`src/logic/enc_pkg.sv`:
```
// encoder interface shared definitions

package enc_pkg;

    // -------------------------------------------------------------------------
    // data widths

    typedef logic [23:0] count_t;       // position counter value
    typedef logic [24:0] quad_t;        // overflow bit on top of count
    typedef logic [31:0] meas_t;        // period or frequency measurement
    typedef logic [15:0] reg_addr_t;    // register file address
    typedef logic [31:0] reg_data_t;    // register file data
    typedef logic [3:0]  chan_idx_t;    // channel index, addr bits 7:4

    // -------------------------------------------------------------------------
    // register map

    // address space of the encoder block, addr bits 15:12
    localparam logic [3:0] ADDR_MAIN = 4'h0;

    // per-channel offsets, addr bits 3:0
    localparam logic [3:0] OFF_ENC_LOAD  = 4'h0;    // counter preload
    localparam logic [3:0] OFF_ENC_DATA  = 4'h1;    // position with overflow
    localparam logic [3:0] OFF_PER_DATA  = 4'h2;    // step period
    localparam logic [3:0] OFF_FREQ_DATA = 4'h3;    // steps per window

    // -------------------------------------------------------------------------
    // reset and limit values

    // counter starts at half scale so either direction has full range
    localparam count_t PRELOAD_RESET = 24'h800000;

    // period cycle count holds here on a stalled encoder
    localparam logic [30:0] PERIOD_MAX = 31'h7fffffff;

    // -------------------------------------------------------------------------
    // debounce state machine

    typedef enum logic
    {
        FILT_STABLE,        // output matches synchronized line
        FILT_SETTLING       // line differs, waiting for it to hold
    } filt_state_t;

endpackage

```
`src/logic/ctrl_enc.sv`:
```
// quadrature encoder interface
// filters, counters and meters per channel with register port

module ctrl_enc #(
    parameter int NUM_CHAN        = 4,      // 1 to 16
    parameter int DEBOUNCE_CYCLES = 4,      // filter hold length
    parameter int FREQ_WINDOW     = 1024    // frequency window in cycles
) (
    input  logic                sysclk,
    input  logic                reset,
    input  logic [NUM_CHAN-1:0] enc_a,      // raw encoder A lines
    input  logic [NUM_CHAN-1:0] enc_b,      // raw encoder B lines
    input  enc_pkg::reg_addr_t  reg_raddr,
    output enc_pkg::reg_data_t  reg_rdata,
    input  enc_pkg::reg_addr_t  reg_waddr,
    input  enc_pkg::reg_data_t  reg_wdata,
    input  logic                reg_wen
);
    import enc_pkg::*;

    // ------------------------------------------------------------------------
    // per-channel wires

    logic   [NUM_CHAN-1:0] enc_a_filt;
    logic   [NUM_CHAN-1:0] enc_b_filt;
    logic   [NUM_CHAN-1:0] step;        // one cycle per decoded step
    logic   [NUM_CHAN-1:0] dir;         // step direction
    logic   [NUM_CHAN-1:0] load;        // preload strobe
    count_t [NUM_CHAN-1:0] preload;
    quad_t  [NUM_CHAN-1:0] position;
    meas_t  [NUM_CHAN-1:0] period;
    meas_t  [NUM_CHAN-1:0] frequency;

    // ------------------------------------------------------------------------
    // channel datapath

    for (genvar ch = 0; ch < NUM_CHAN; ch++)
    begin : g_chan
        enc_debounce #(
            .DEBOUNCE_CYCLES (DEBOUNCE_CYCLES)
        ) filter_a (
            .sysclk    (sysclk),
            .reset     (reset),
            .line_raw  (enc_a[ch]),
            .line_filt (enc_a_filt[ch])
        );

        enc_debounce #(
            .DEBOUNCE_CYCLES (DEBOUNCE_CYCLES)
        ) filter_b (
            .sysclk    (sysclk),
            .reset     (reset),
            .line_raw  (enc_b[ch]),
            .line_filt (enc_b_filt[ch])
        );

        enc_quad_counter quad (
            .sysclk   (sysclk),
            .reset    (reset),
            .a_filt   (enc_a_filt[ch]),
            .b_filt   (enc_b_filt[ch]),
            .load     (load[ch]),
            .preload  (preload[ch]),
            .position (position[ch]),
            .step     (step[ch]),
            .dir      (dir[ch])
        );

        // velocity from the counter's step pulse
        enc_period_meter #(
            .FREQ_WINDOW (FREQ_WINDOW)
        ) meter (
            .sysclk    (sysclk),
            .reset     (reset),
            .step      (step[ch]),
            .dir       (dir[ch]),
            .period    (period[ch]),
            .frequency (frequency[ch])
        );
    end

    // ------------------------------------------------------------------------
    // host register port

    enc_reg_file #(
        .NUM_CHAN (NUM_CHAN)
    ) reg_file (
        .sysclk    (sysclk),
        .reset     (reset),
        .reg_raddr (reg_raddr),
        .reg_rdata (reg_rdata),
        .reg_waddr (reg_waddr),
        .reg_wdata (reg_wdata),
        .reg_wen   (reg_wen),
        .position  (position),
        .period    (period),
        .frequency (frequency),
        .preload   (preload),
        .load      (load)
    );

endmodule

```
`src/logic/enc_debounce.sv`:
```
// encoder line synchronizer and filter

module enc_debounce #(
    parameter int DEBOUNCE_CYCLES = 4
) (
    input  logic sysclk,
    input  logic reset,
    input  logic line_raw,          // asynchronous encoder line
    output logic line_filt          // synchronized, glitch free
);
    import enc_pkg::*;

    localparam int CNT_W = (DEBOUNCE_CYCLES > 1) ? $clog2(DEBOUNCE_CYCLES) : 1;
    localparam logic [CNT_W-1:0] SETTLE_END = CNT_W'(DEBOUNCE_CYCLES - 1);

    logic [1:0]       sync_q;       // two-flop synchronizer
    logic             line_diff;    // synchronized line disagrees with output
    logic             settle_done;  // this is the last differing cycle needed
    logic [CNT_W-1:0] settle_cnt;   // differing cycles seen so far
    filt_state_t      state;

    assign line_diff   = (sync_q[1] != line_filt);
    assign settle_done = (settle_cnt == SETTLE_END);

    always_ff @(posedge sysclk)
    begin
        if (!reset)
        begin
            sync_q     <= '0;
            line_filt  <= 1'b0;
            settle_cnt <= '0;
            state      <= FILT_STABLE;
        end
        else
        begin
            sync_q <= {sync_q[0], line_raw};
            case (state)
                FILT_STABLE:
                begin
                    // settle count is zero whenever output is stable
                    if (line_diff)
                    begin
                        if (settle_done)
                            line_filt <= sync_q[1];     // one-cycle filter
                        else
                        begin
                            settle_cnt <= settle_cnt + 1'b1;
                            state      <= FILT_SETTLING;
                        end
                    end
                end
                FILT_SETTLING:
                begin
                    if (!line_diff)
                    begin                           // glitch gone, start over
                        settle_cnt <= '0;
                        state      <= FILT_STABLE;
                    end
                    else if (settle_done)
                    begin                           // held long enough
                        line_filt  <= sync_q[1];
                        settle_cnt <= '0;
                        state      <= FILT_STABLE;
                    end
                    else
                    begin
                        settle_cnt <= settle_cnt + 1'b1;
                    end
                end
                default: state <= FILT_STABLE;
            endcase
        end
    end

    // output may only move after a full run of differing cycles
    a_filt_settled: assert property (@(posedge sysclk) disable iff (!reset)
        !$stable(line_filt) |-> $past(settle_done && line_diff))
        else $error("line_filt changed before settle count ended");

endmodule

```
`src/logic/enc_period_meter.sv`:
```
// step period and windowed step count

module enc_period_meter #(
    parameter int FREQ_WINDOW = 1024
) (
    input  logic           sysclk,
    input  logic           reset,
    input  logic           step,        // one-cycle step pulse
    input  logic           dir,         // direction, valid with step
    output enc_pkg::meas_t period,      // {dir, cycles between steps}
    output enc_pkg::meas_t frequency    // steps in last full window
);
    import enc_pkg::*;

    localparam int WIN_W = (FREQ_WINDOW > 1) ? $clog2(FREQ_WINDOW) : 1;
    localparam logic [WIN_W-1:0] WIN_END = WIN_W'(FREQ_WINDOW - 1);

    logic [30:0]      per_cnt;      // cycles since last step
    logic [WIN_W-1:0] win_cnt;      // position inside window
    logic             win_end;      // last cycle of window
    meas_t            step_acc;     // steps so far in this window

    assign win_end = (win_cnt == WIN_END);

    // ------------------------------------------------------------------------
    // period between steps

    always_ff @(posedge sysclk)
    begin
        if (!reset)
        begin
            per_cnt <= '0;
            period  <= '0;
        end
        else if (step)
        begin
            period  <= {dir, per_cnt};  // count equals step spacing here
            per_cnt <= 31'd1;           // this cycle counts toward next one
        end
        else if (per_cnt != PERIOD_MAX)
        begin
            per_cnt <= per_cnt + 31'd1;
        end
    end

    // ------------------------------------------------------------------------
    // steps per fixed window

    always_ff @(posedge sysclk)
    begin
        if (!reset)
        begin
            win_cnt   <= '0;
            step_acc  <= '0;
            frequency <= '0;
        end
        else
        begin
            if (win_end)
            begin
                win_cnt   <= '0;
                frequency <= step_acc + meas_t'(step);  // include final cycle
                step_acc  <= '0;
            end
            else
            begin
                win_cnt  <= win_cnt + 1'b1;
                step_acc <= step_acc + meas_t'(step);
            end
        end
    end

    // counter saturates on a stalled encoder and never wraps
    a_period_sat: assert property (@(posedge sysclk) disable iff (!reset)
        (per_cnt == PERIOD_MAX && !step) |=> (per_cnt == PERIOD_MAX))
        else $error("period cycle counter ran past PERIOD_MAX");

endmodule

```
`src/logic/enc_quad_counter.sv`:
```
// quadrature decoder and position counter

module enc_quad_counter (
    input  logic            sysclk,
    input  logic            reset,
    input  logic            a_filt,     // filtered encoder A
    input  logic            b_filt,     // filtered encoder B
    input  logic            load,       // one-cycle preload strobe
    input  enc_pkg::count_t preload,    // value loaded on strobe
    output enc_pkg::quad_t  position,   // {overflow, count}
    output logic            step,       // one cycle per valid transition
    output logic            dir         // 1 = forward, A leads B
);
    import enc_pkg::*;

    logic   a_prev;         // pair from last cycle
    logic   b_prev;
    logic   a_chg;
    logic   b_chg;
    logic   both_chg;       // illegal jump, two lines at once
    logic   fwd;            // valid forward transition
    logic   bwd;            // valid backward transition
    count_t count;
    logic   overflow;       // sticky wrap flag

    // ------------------------------------------------------------------------
    // transition decode

    assign a_chg    = a_filt ^ a_prev;
    assign b_chg    = b_filt ^ b_prev;
    assign both_chg = a_chg & b_chg;

    // forward sequence 00 -> 10 -> 11 -> 01 -> 00
    // A moving away from B, or B catching up with A
    assign fwd = (a_chg & ~b_chg & (a_filt ^ b_filt))
               | (b_chg & ~a_chg & ~(a_filt ^ b_filt));
    assign bwd = (a_chg ^ b_chg) & ~fwd;    // any other single-line change

    // ------------------------------------------------------------------------
    // step pulse, direction and counter

    always_ff @(posedge sysclk)
    begin
        if (!reset)
        begin
            a_prev   <= 1'b0;
            b_prev   <= 1'b0;
            step     <= 1'b0;
            dir      <= 1'b0;
            count    <= PRELOAD_RESET;
            overflow <= 1'b0;
        end
        else
        begin
            a_prev <= a_filt;
            b_prev <= b_filt;
            step   <= fwd | bwd;
            if (fwd | bwd)
                dir <= fwd;             // hold last direction between steps

            if (load)
            begin                       // preload wins over a step
                count    <= preload;
                overflow <= 1'b0;
            end
            else if (fwd)
            begin
                count <= count + 1'b1;
                if (count == '1)
                    overflow <= 1'b1;   // wrapped past top
            end
            else if (bwd)
            begin
                count <= count - 1'b1;
                if (count == '0)
                    overflow <= 1'b1;   // wrapped past zero
            end
        end
    end

    assign position = {overflow, count};

    a_no_double_step: assert property (@(posedge sysclk) disable iff (!reset)
        both_chg |=> !step)
        else $error("step raised on a two-line transition");

endmodule

```
`src/logic/enc_reg_file.sv`:
```
// encoder register file port

module enc_reg_file #(
    parameter int NUM_CHAN = 4
) (
    input  logic                           sysclk,
    input  logic                           reset,
    input  enc_pkg::reg_addr_t             reg_raddr,  // read address
    output enc_pkg::reg_data_t             reg_rdata,  // read data, combinational
    input  enc_pkg::reg_addr_t             reg_waddr,  // write address
    input  enc_pkg::reg_data_t             reg_wdata,  // write data
    input  logic                           reg_wen,    // single-cycle write strobe
    input  enc_pkg::quad_t  [NUM_CHAN-1:0] position,
    input  enc_pkg::meas_t  [NUM_CHAN-1:0] period,
    input  enc_pkg::meas_t  [NUM_CHAN-1:0] frequency,
    output enc_pkg::count_t [NUM_CHAN-1:0] preload,    // per-channel preload regs
    output logic            [NUM_CHAN-1:0] load        // counter load pulses
);
    import enc_pkg::*;

    chan_idx_t wr_chan;     // channel targeted by write
    chan_idx_t rd_chan;     // channel targeted by read
    logic      wr_load;     // write hits a preload offset in our space

    assign wr_chan = reg_waddr[7:4];
    assign rd_chan = reg_raddr[7:4];
    assign wr_load = reg_wen
                  && (reg_waddr[15:12] == ADDR_MAIN)
                  && (reg_waddr[3:0] == OFF_ENC_LOAD);

    // ------------------------------------------------------------------------
    // preload write and load pulse

    always_ff @(posedge sysclk)
    begin
        if (!reset)
        begin
            preload <= {NUM_CHAN{PRELOAD_RESET}};   // half scale
            load    <= '0;
        end
        else
        begin
            load <= '0;                             // pulse lasts one cycle
            for (int i = 0; i < NUM_CHAN; i++)
            begin
                // channels past NUM_CHAN never match, write is dropped
                if (wr_load && (wr_chan == chan_idx_t'(i)))
                begin
                    preload[i] <= reg_wdata[23:0];
                    load[i]    <= 1'b1;
                end
            end
        end
    end

    // ------------------------------------------------------------------------
    // read multiplexer
    // address space bits are not decoded on reads

    always_comb
    begin
        reg_rdata = '0;                             // unknown offset or channel
        for (int i = 0; i < NUM_CHAN; i++)
        begin
            if (rd_chan == chan_idx_t'(i))
            begin
                case (reg_raddr[3:0])
                    OFF_ENC_LOAD:  reg_rdata = reg_data_t'(preload[i]);
                    OFF_ENC_DATA:  reg_rdata = reg_data_t'(position[i]);
                    OFF_PER_DATA:  reg_rdata = period[i];
                    OFF_FREQ_DATA: reg_rdata = frequency[i];
                    default:       reg_rdata = '0;
                endcase
            end
        end
    end

    // a load pulse only follows a write, and only one channel at a time
    a_load_onehot: assert property (@(posedge sysclk) disable iff (!reset)
        (|load) |-> ($onehot0(load) && $past(reg_wen)))
        else $error("load pulse without write or on several channels");

endmodule

```
`config.mk`:
```
export PLATFORM = sky130hd
export DESIGN_NAME = ctrl_enc
export DESIGN_NICKNAME = d
export VERILOG_FILES = /design/src/logic/enc_pkg.sv /design/src/logic/ctrl_enc.sv /design/src/logic/enc_debounce.sv /design/src/logic/enc_period_meter.sv /design/src/logic/enc_quad_counter.sv /design/src/logic/enc_reg_file.sv
export SDC_FILE = /design/constraint.sdc
export NUM_CORES = 2
export LEC_CHECK = 0
export BUFFER_PORTS_ARGS = -buffer_cell sky130_fd_sc_hd__buf_2
export CAP_MARGIN = 20
export CORE_ASPECT_RATIO = 0.6
export CORE_MARGIN = 5
export CORE_UTILIZATION = 30
export CTS_BUF_LIST = sky130_fd_sc_hd__clkbuf_2
export DETAILED_ROUTE_END_ITERATION = 8
export HOLD_SLACK_MARGIN = 0.03
export PLACE_DENSITY = 0.55
export SYNTH_ARGS = -nofsm -noshare
export SYNTH_HDL_FRONTEND = slang
export SYNTH_SLANG_ARGS = --single-unit
export TNS_END_PERCENT = 50
```
`constraint.sdc`:
```
create_clock -name sysclk -period 5.8 [get_ports sysclk]
set_input_delay 0.29 -clock sysclk [delete_from_list [all_inputs] [get_ports sysclk]]
set_output_delay 0.29 -clock sysclk [all_outputs]
set_load 0.005 [all_outputs]
```
After elaboration in Yosys (flattened, before gate mapping)
Cells that the tools add are included.

cells by class
  $add $sub $neg = 28
  eq/ne operators = 57
  multiplexer cells = 112
  bitwise gates (word level) = 69
  reductions and logical operators = 71

operator list
  operator               number
  $pmux 32 s4            4
  $mux 24                12
  $add 32x1->32          4
  $mux 32                4
  $add 31x1->31 const B  4
  $ne 31x31->1 const B   4
  $add 24x1->24 const B  4
  $eq 24x24->1 const B   4
  $logic_not 24->1       4
  $sub 24x1->24 const B  4
  $mux 2                 32
  $mux 1                 52
  $reduce_and 2->1       24
  $add 10x1->10 const B  4
  $eq 10x10->1 const B   4
  $pmux 2 s2             8
  $not 1->1              25
  $eq 4x2->1 const B     6
  $ne 2x2->1 const B     12
  $reduce_bool 2->1      12
  $reduce_or 2->1        12
  $and 1x1->1            20
  $logic_not 4->1        5
  $add 2x1->2 const B    8
  9 further kinds        65

word-level totals
  register bits = 812
  output and inout bits = 32
  word-level logic and storage cells = 422

Depth between registers and ports, before layout
  depth after elaboration = 10
  gate-level depth with buffers = 18

Modules after synthesis
Synthesis repeated with hierarchy kept, for this count alone.

second synthesis, totals
  cells, all modules = 4586
  area total of the unflattened synthesis = 41040.6 um^2

modules (own cells, without submodules)
  module            instances  cells an instance  area each (um^2)  sequential area each (um^2)
  enc_period_meter  4          614                5597.9            2742.6
  enc_quad_counter  4          315                2275.9            580.6
  enc_reg_file      1          670                7363.3            2001.9
  enc_debounce      8          25                 272.8             120.1

Worst setup path after synthesis
OpenSTA, ideal clock, no wires.

  kind = reg2reg
  start point = register g_chan[2].filter_a.line_filt
  end point = register g_chan[2].quad.count[22]
  data arrival time = 3.764 ns
  required time = 5.677 ns
  slack = 1.913 ns
  stages on the path, launching flop included = 19
  buffers on the path = 5
  clock period less this slack = 3.887 ns
  cells stage by stage = dfxtp_1 -> buf_2 -> xor2_1 -> inv_1 -> ha_1 -> mux2_2 -> buf_2 -> buf_2 -> buf_2 -> buf_1 -> xnor2_1 -> ha_1 -> a21oi_2 -> o2111ai_1 -> a21oi_1 -> o22ai_1 -> a2111o_1 -> a21oi_1 -> o21ai_0

on the way
  longest elaborated chain between the ends = 8
  elaborated cells on any way between the ends = 15
  classes of those cells = mux: 2; bitwise: 12; reduce/logical: 1

RTL lines
  what                         line                    source
  from (decl)                  enc_debounce.sv:9       output logic line_filt
  from (signal assigned)       enc_debounce.sv:44      line_filt <= sync_q[1];
  from (signal assigned)       enc_debounce.sv:61      line_filt <= sync_q[1];
  $xor 1x1->1                  enc_quad_counter.sv:29  assign a_chg = a_filt ^ a_prev;
  $not 1->1                    enc_quad_counter.sv:36  | (b_chg & ~a_chg & ~(a_filt ^ b_filt));
  $and 1x1->1 (2 in series)    enc_quad_counter.sv:36
  $or 1x1->1                   enc_quad_counter.sv:36
  $not 1->1                    enc_quad_counter.sv:37  assign bwd = (a_chg ^ b_chg) & ~fwd;
  $and 1x1->1                  enc_quad_counter.sv:37
  $reduce_bool 3->1 (no line)  n/a
  to (signal assigned)         enc_quad_counter.sv:63  count <= preload;
  to (signal assigned)         enc_quad_counter.sv:68  count <= count + 1'b1;
  to (signal assigned)         enc_quad_counter.sv:74  count <= count - 1'b1;
  to (decl)                    enc_quad_counter.sv:23  count_t count;

Parallel ways exist; a longest one is shown, timed or not.
A chain may end at the register's enable or synchronous reset.

Worst setup path after layout
  start point = register g_chan[0].quad.count[6]
  end point = output reg_rdata[6]

on the way
  longest elaborated chain between the ends = 5

RTL lines
  what                    line                    source
  from (decl)             enc_quad_counter.sv:23
  from (signal assigned)  enc_quad_counter.sv:63
  from (signal assigned)  enc_quad_counter.sv:68
  from (signal assigned)  enc_quad_counter.sv:74
  $pmux 32 s4             enc_reg_file.sv:67      case (reg_raddr[3:0])
  $mux 32 (4 in series)   enc_reg_file.sv:65      if (rd_chan == chan_idx_t'(i))
  to (decl)               ctrl_enc.sv:14          output enc_pkg::reg_data_t reg_rdata,

No other way between the ends.

==> metrics.log <==
INFO  metric dominantRegCellSynth = sky130_fd_sc_hd__dfxtp_1
INFO  metric synth.yosys.warnings = 0
INFO  metric initial_core_util = 30.08%
INFO  metric vias_after_detailed_routing = 39900
INFO  metric worst-slew-pin-transition = 1.426 ns
INFO  metric multi_input_area = 23810 µm²
INFO  metric grt_setup_unrepaired = no
INFO  metric pin_count_of_the_biggest_net_entering_global_routing = 130
INFO  metric cts-root-buf = sky130_fd_sc_hd__clkbuf_2
INFO  metric die_height = 298.9 µm
INFO  metric cts_buffer_depth = 3
INFO  metric totalPowerFinal = 0.009988 W
INFO  metric wl = 156500 µm
INFO  metric netlist_area = 41730 µm²
INFO  metric total_core_area = 138700 µm²
INFO  metric fmax = 218.4 MHz
INFO  metric cts_tree = built
INFO  metric period_share = 78.93%
INFO  metric layout.cells.most_common_list = sky130_fd_sc_hd__nor2_1 (892), sky130_fd_sc_hd__dfxtp_1 (808), sky130_fd_sc_hd__nand2_1 (518)
INFO  metric ys_async_sr_fraction = 0%
INFO  metric place.gp.congestion = 0.9706
INFO  metric initialDrtViolationCount = 4666
INFO  metric numCtsBuffers = 184
INFO  metric wire_length_of_the_first_global_routing_pass = 231300 µm
INFO  metric ant_nets = 0
INFO  metric post_route_cells_drive_above_1_share = 10.51%
INFO  metric grt_overflow = 0
INFO  metric power.ir.vdd_worst = 0.1642 mV
INFO  metric chipWidth = 491.5 µm
INFO  metric cp_max_fo = 18
INFO  metric net_count_after_synthesis = 5364
INFO  metric antenna_found_initial = 13
INFO  metric grt_pass1_vias = 35500
INFO  metric synth_edf_count = 0
INFO  metric synth.distinct_cells = 92
INFO  metric power.density_cell_area = 215.3 nW/µm²
INFO  metric slew_headroom = 4.942%
INFO  metric run_status = finished clean
INFO  metric holdBufCountCts = 105
INFO  metric critPathRequiredTime = 5.51 ns
INFO  metric totalNegativeSetupSlack = 0 ns
INFO  metric setup_violations = 0
INFO  metric stdcell_area = 46380 µm²
INFO  metric cts_resized = 0
INFO  metric final_max_tran_viols = 0
INFO  metric clkSlewWorstSetupHoldPaths = 0.13 ns
INFO  metric postPlaceCellArea = 43540 µm²
INFO  metric dpl.hpwl = 111000 µm
INFO  metric place_worst_setup_slack = 1.471 ns
INFO  metric synth.avg_cell_area = 7.956 µm²
INFO  metric clkLatencyLatePin = 1.61 ns
INFO  metric yosys_register_bits = 812
INFO  metric vias_per_cell = 5.478
INFO  metric layout.nets = 5414
INFO  metric finalNonFillerCells = 7284
INFO  metric nFillCells = 14780
INFO  metric time_the_worst_path_needs_with_i_o_delays_and_setup = 4.578 ns
INFO  metric layout.cells.most_common = sky130_fd_sc_hd__nor2_1
INFO  metric die_area = 146900 µm²
INFO  metric ys_seq_area_share = 38.96%
INFO  metric routedWlPerCell = 21.49 µm
INFO  metric start_kind = flip-flop
INFO  metric min_path_type = in -> reg
INFO  metric drc = 0
INFO  metric finalClockSkew = 0.1146 ns
INFO  metric power.static_leakage = 16.64 nW
INFO  metric clock_tree.htree_level_count = 4
INFO  metric grt_usage = 20.42%
INFO  metric firstDrtPassIters = 7
INFO  metric synth_area_leaders = sky130_fd_sc_hd__dfxtp_1 (39%), sky130_fd_sc_hd__nor2_1 (8.0%), sky130_fd_sc_hd__mux2i_1 (5.0%)
INFO  metric cts.sinks = 812
INFO  metric hold_viol = 0
INFO  metric synth_top_cell_by_area = sky130_fd_sc_hd__dfxtp_1
INFO  metric setup.worst_path.class = reg -> out
INFO  metric dp.cells = 6836
INFO  metric portBuffers = 86
INFO  metric max-cap-violations = 0
INFO  metric row_count = 106
INFO  metric seq_area = 16260 µm²
INFO  metric area_growth = 11.16%
INFO  metric io-pin-count = 107
INFO  metric postLayoutSetupSlackWorst = 1.222 ns
INFO  metric synth_top_area_share = 38.96%
INFO  metric cts_setup_buffers = 0
INFO  metric worstSetupEndpointType = output port
INFO  metric worstPathArrival = 4.29 ns
INFO  metric postSynthCellCount = 5245
## where the power goes
group	internal (W)	switching, W
sequential	0.00560	0.0000298
clock	0.00139	0.00249
combinational	0.000143	0.000340
total	0.00713	0.00286
## cells in the mapped netlist (20+ instances only)
master                     instances
sky130_fd_sc_hd__a21oi_1         400
sky130_fd_sc_hd__nor4_1           50
sky130_fd_sc_hd__and2_1           69
sky130_fd_sc_hd__mux2i_1         210
sky130_fd_sc_hd__mux2_2           57
sky130_fd_sc_hd__and4_1           26
sky130_fd_sc_hd__dfxtp_1         812
sky130_fd_sc_hd__o211ai_1         22
sky130_fd_sc_hd__nand2_1         518
sky130_fd_sc_hd__a211oi_1         91
sky130_fd_sc_hd__nor2_1          893
sky130_fd_sc_hd__or4_1            20
sky130_fd_sc_hd__ha_1             44
sky130_fd_sc_hd__a22oi_1          65
sky130_fd_sc_hd__o21ai_0         199
sky130_fd_sc_hd__xor2_1          191
sky130_fd_sc_hd__a31oi_1          28
sky130_fd_sc_hd__a222oi_1         26
sky130_fd_sc_hd__a221oi_1         38
sky130_fd_sc_hd__and3_1           89
sky130_fd_sc_hd__o22ai_1          50
sky130_fd_sc_hd__buf_1            40
sky130_fd_sc_hd__nand3_1         190
sky130_fd_sc_hd__nand4_1          96
sky130_fd_sc_hd__nor3_1          101
sky130_fd_sc_hd__xnor2_1         165
sky130_fd_sc_hd__inv_1            58
sky130_fd_sc_hd__or3_1            63
sky130_fd_sc_hd__clkbuf_1        332
## through the flow
| step | hold WS, ns | utilization (%) |
|---|---|---|
| final | 0.3362 | 33.44 |
| after global routing | 0.1719 | 33.44 |
| after detailed placement | 0.4223 | 31.39 |
| after floorplan | 0.4119 | - |
| after CTS | 0.1232 | 33.37 |
| after global placement | 0.4149 | 31.38 |
## path summary, 6_finish.rpt
path,start,to,slack (ns),cells past startpoint
min reg2reg,g_chan[2].filter_b.sync_q[0],g_chan[2].filter_b.sync_q[1],0.44,1
max reg2reg,g_chan[3].filter_a.line_filt,g_chan[3].quad.count[20],1.28,13
min,reg_wdata[20],reg_file.preload[68],0.34,5
max,g_chan[0].quad.count[6],reg_rdata[6],1.22,6
## final cells by class
type / instances / share of cell area (%)
antenna: 7 / 0.03776
inverter: 61 / 0.5098
sequential: 812 / 35.06
clock inverter: 51 / 0.6339
clock buffer: 281 / 3.032
tap: 1836 / 4.953
multi-input combinational: 3979 / 51.33
timing repair buffer: 257 / 4.448
## layer usage
metal	up-vias	wire [µm]	global-route usage, %
li1	18740	-	-
met1	18940	75590	31.91
met2	1976	56560	25.07
met3	252	20200	7.310
met4	0	4173	6.128
met5	-	0	0
## cells by family (layout without fill, tap and decap cells)
logic type | after synthesis | count (layout) | share of synthesized area, %
other cells | 0 | 7 | 0
compound gates | 1103 | 1103 | 16.84
xor+xnor | 359 | 359 | 7.589
flops | 812 | 812 | 38.96
buf+inv | 454 | 650 | 4.159
mux | 281 | 281 | 7.238
fa+ha+maj | 44 | 44 | 1.319
simple gates | 2192 | 2192 | 23.90
## worst max-delay path: stages (launching register included)
cell	delay [ns]
sky130_fd_sc_hd__dfxtp_1	0.54
sky130_fd_sc_hd__mux2_2	0.38
sky130_fd_sc_hd__a222oi_1	0.89
sky130_fd_sc_hd__o22ai_1	0.40
sky130_fd_sc_hd__a21oi_1	0.23
sky130_fd_sc_hd__a21oi_1	0.11
sky130_fd_sc_hd__buf_2	0.16
## sequential cells by signal, indices dropped and copies added, names as in the netlist, 8 cells and up
register,count
g_chan.quad.count,96
g_chan.filter_a.sync_q,8
g_chan.meter.per_cnt,124
g_chan.filter_a.settle_cnt,8
g_chan.filter_b.settle_cnt,8
g_chan.meter.win_cnt,40
g_chan.meter.period,128
g_chan.meter.frequency,128
g_chan.filter_b.sync_q,8
g_chan.meter.step_acc,128
reg_file.preload,96
(Power assumes the default switching activity.)
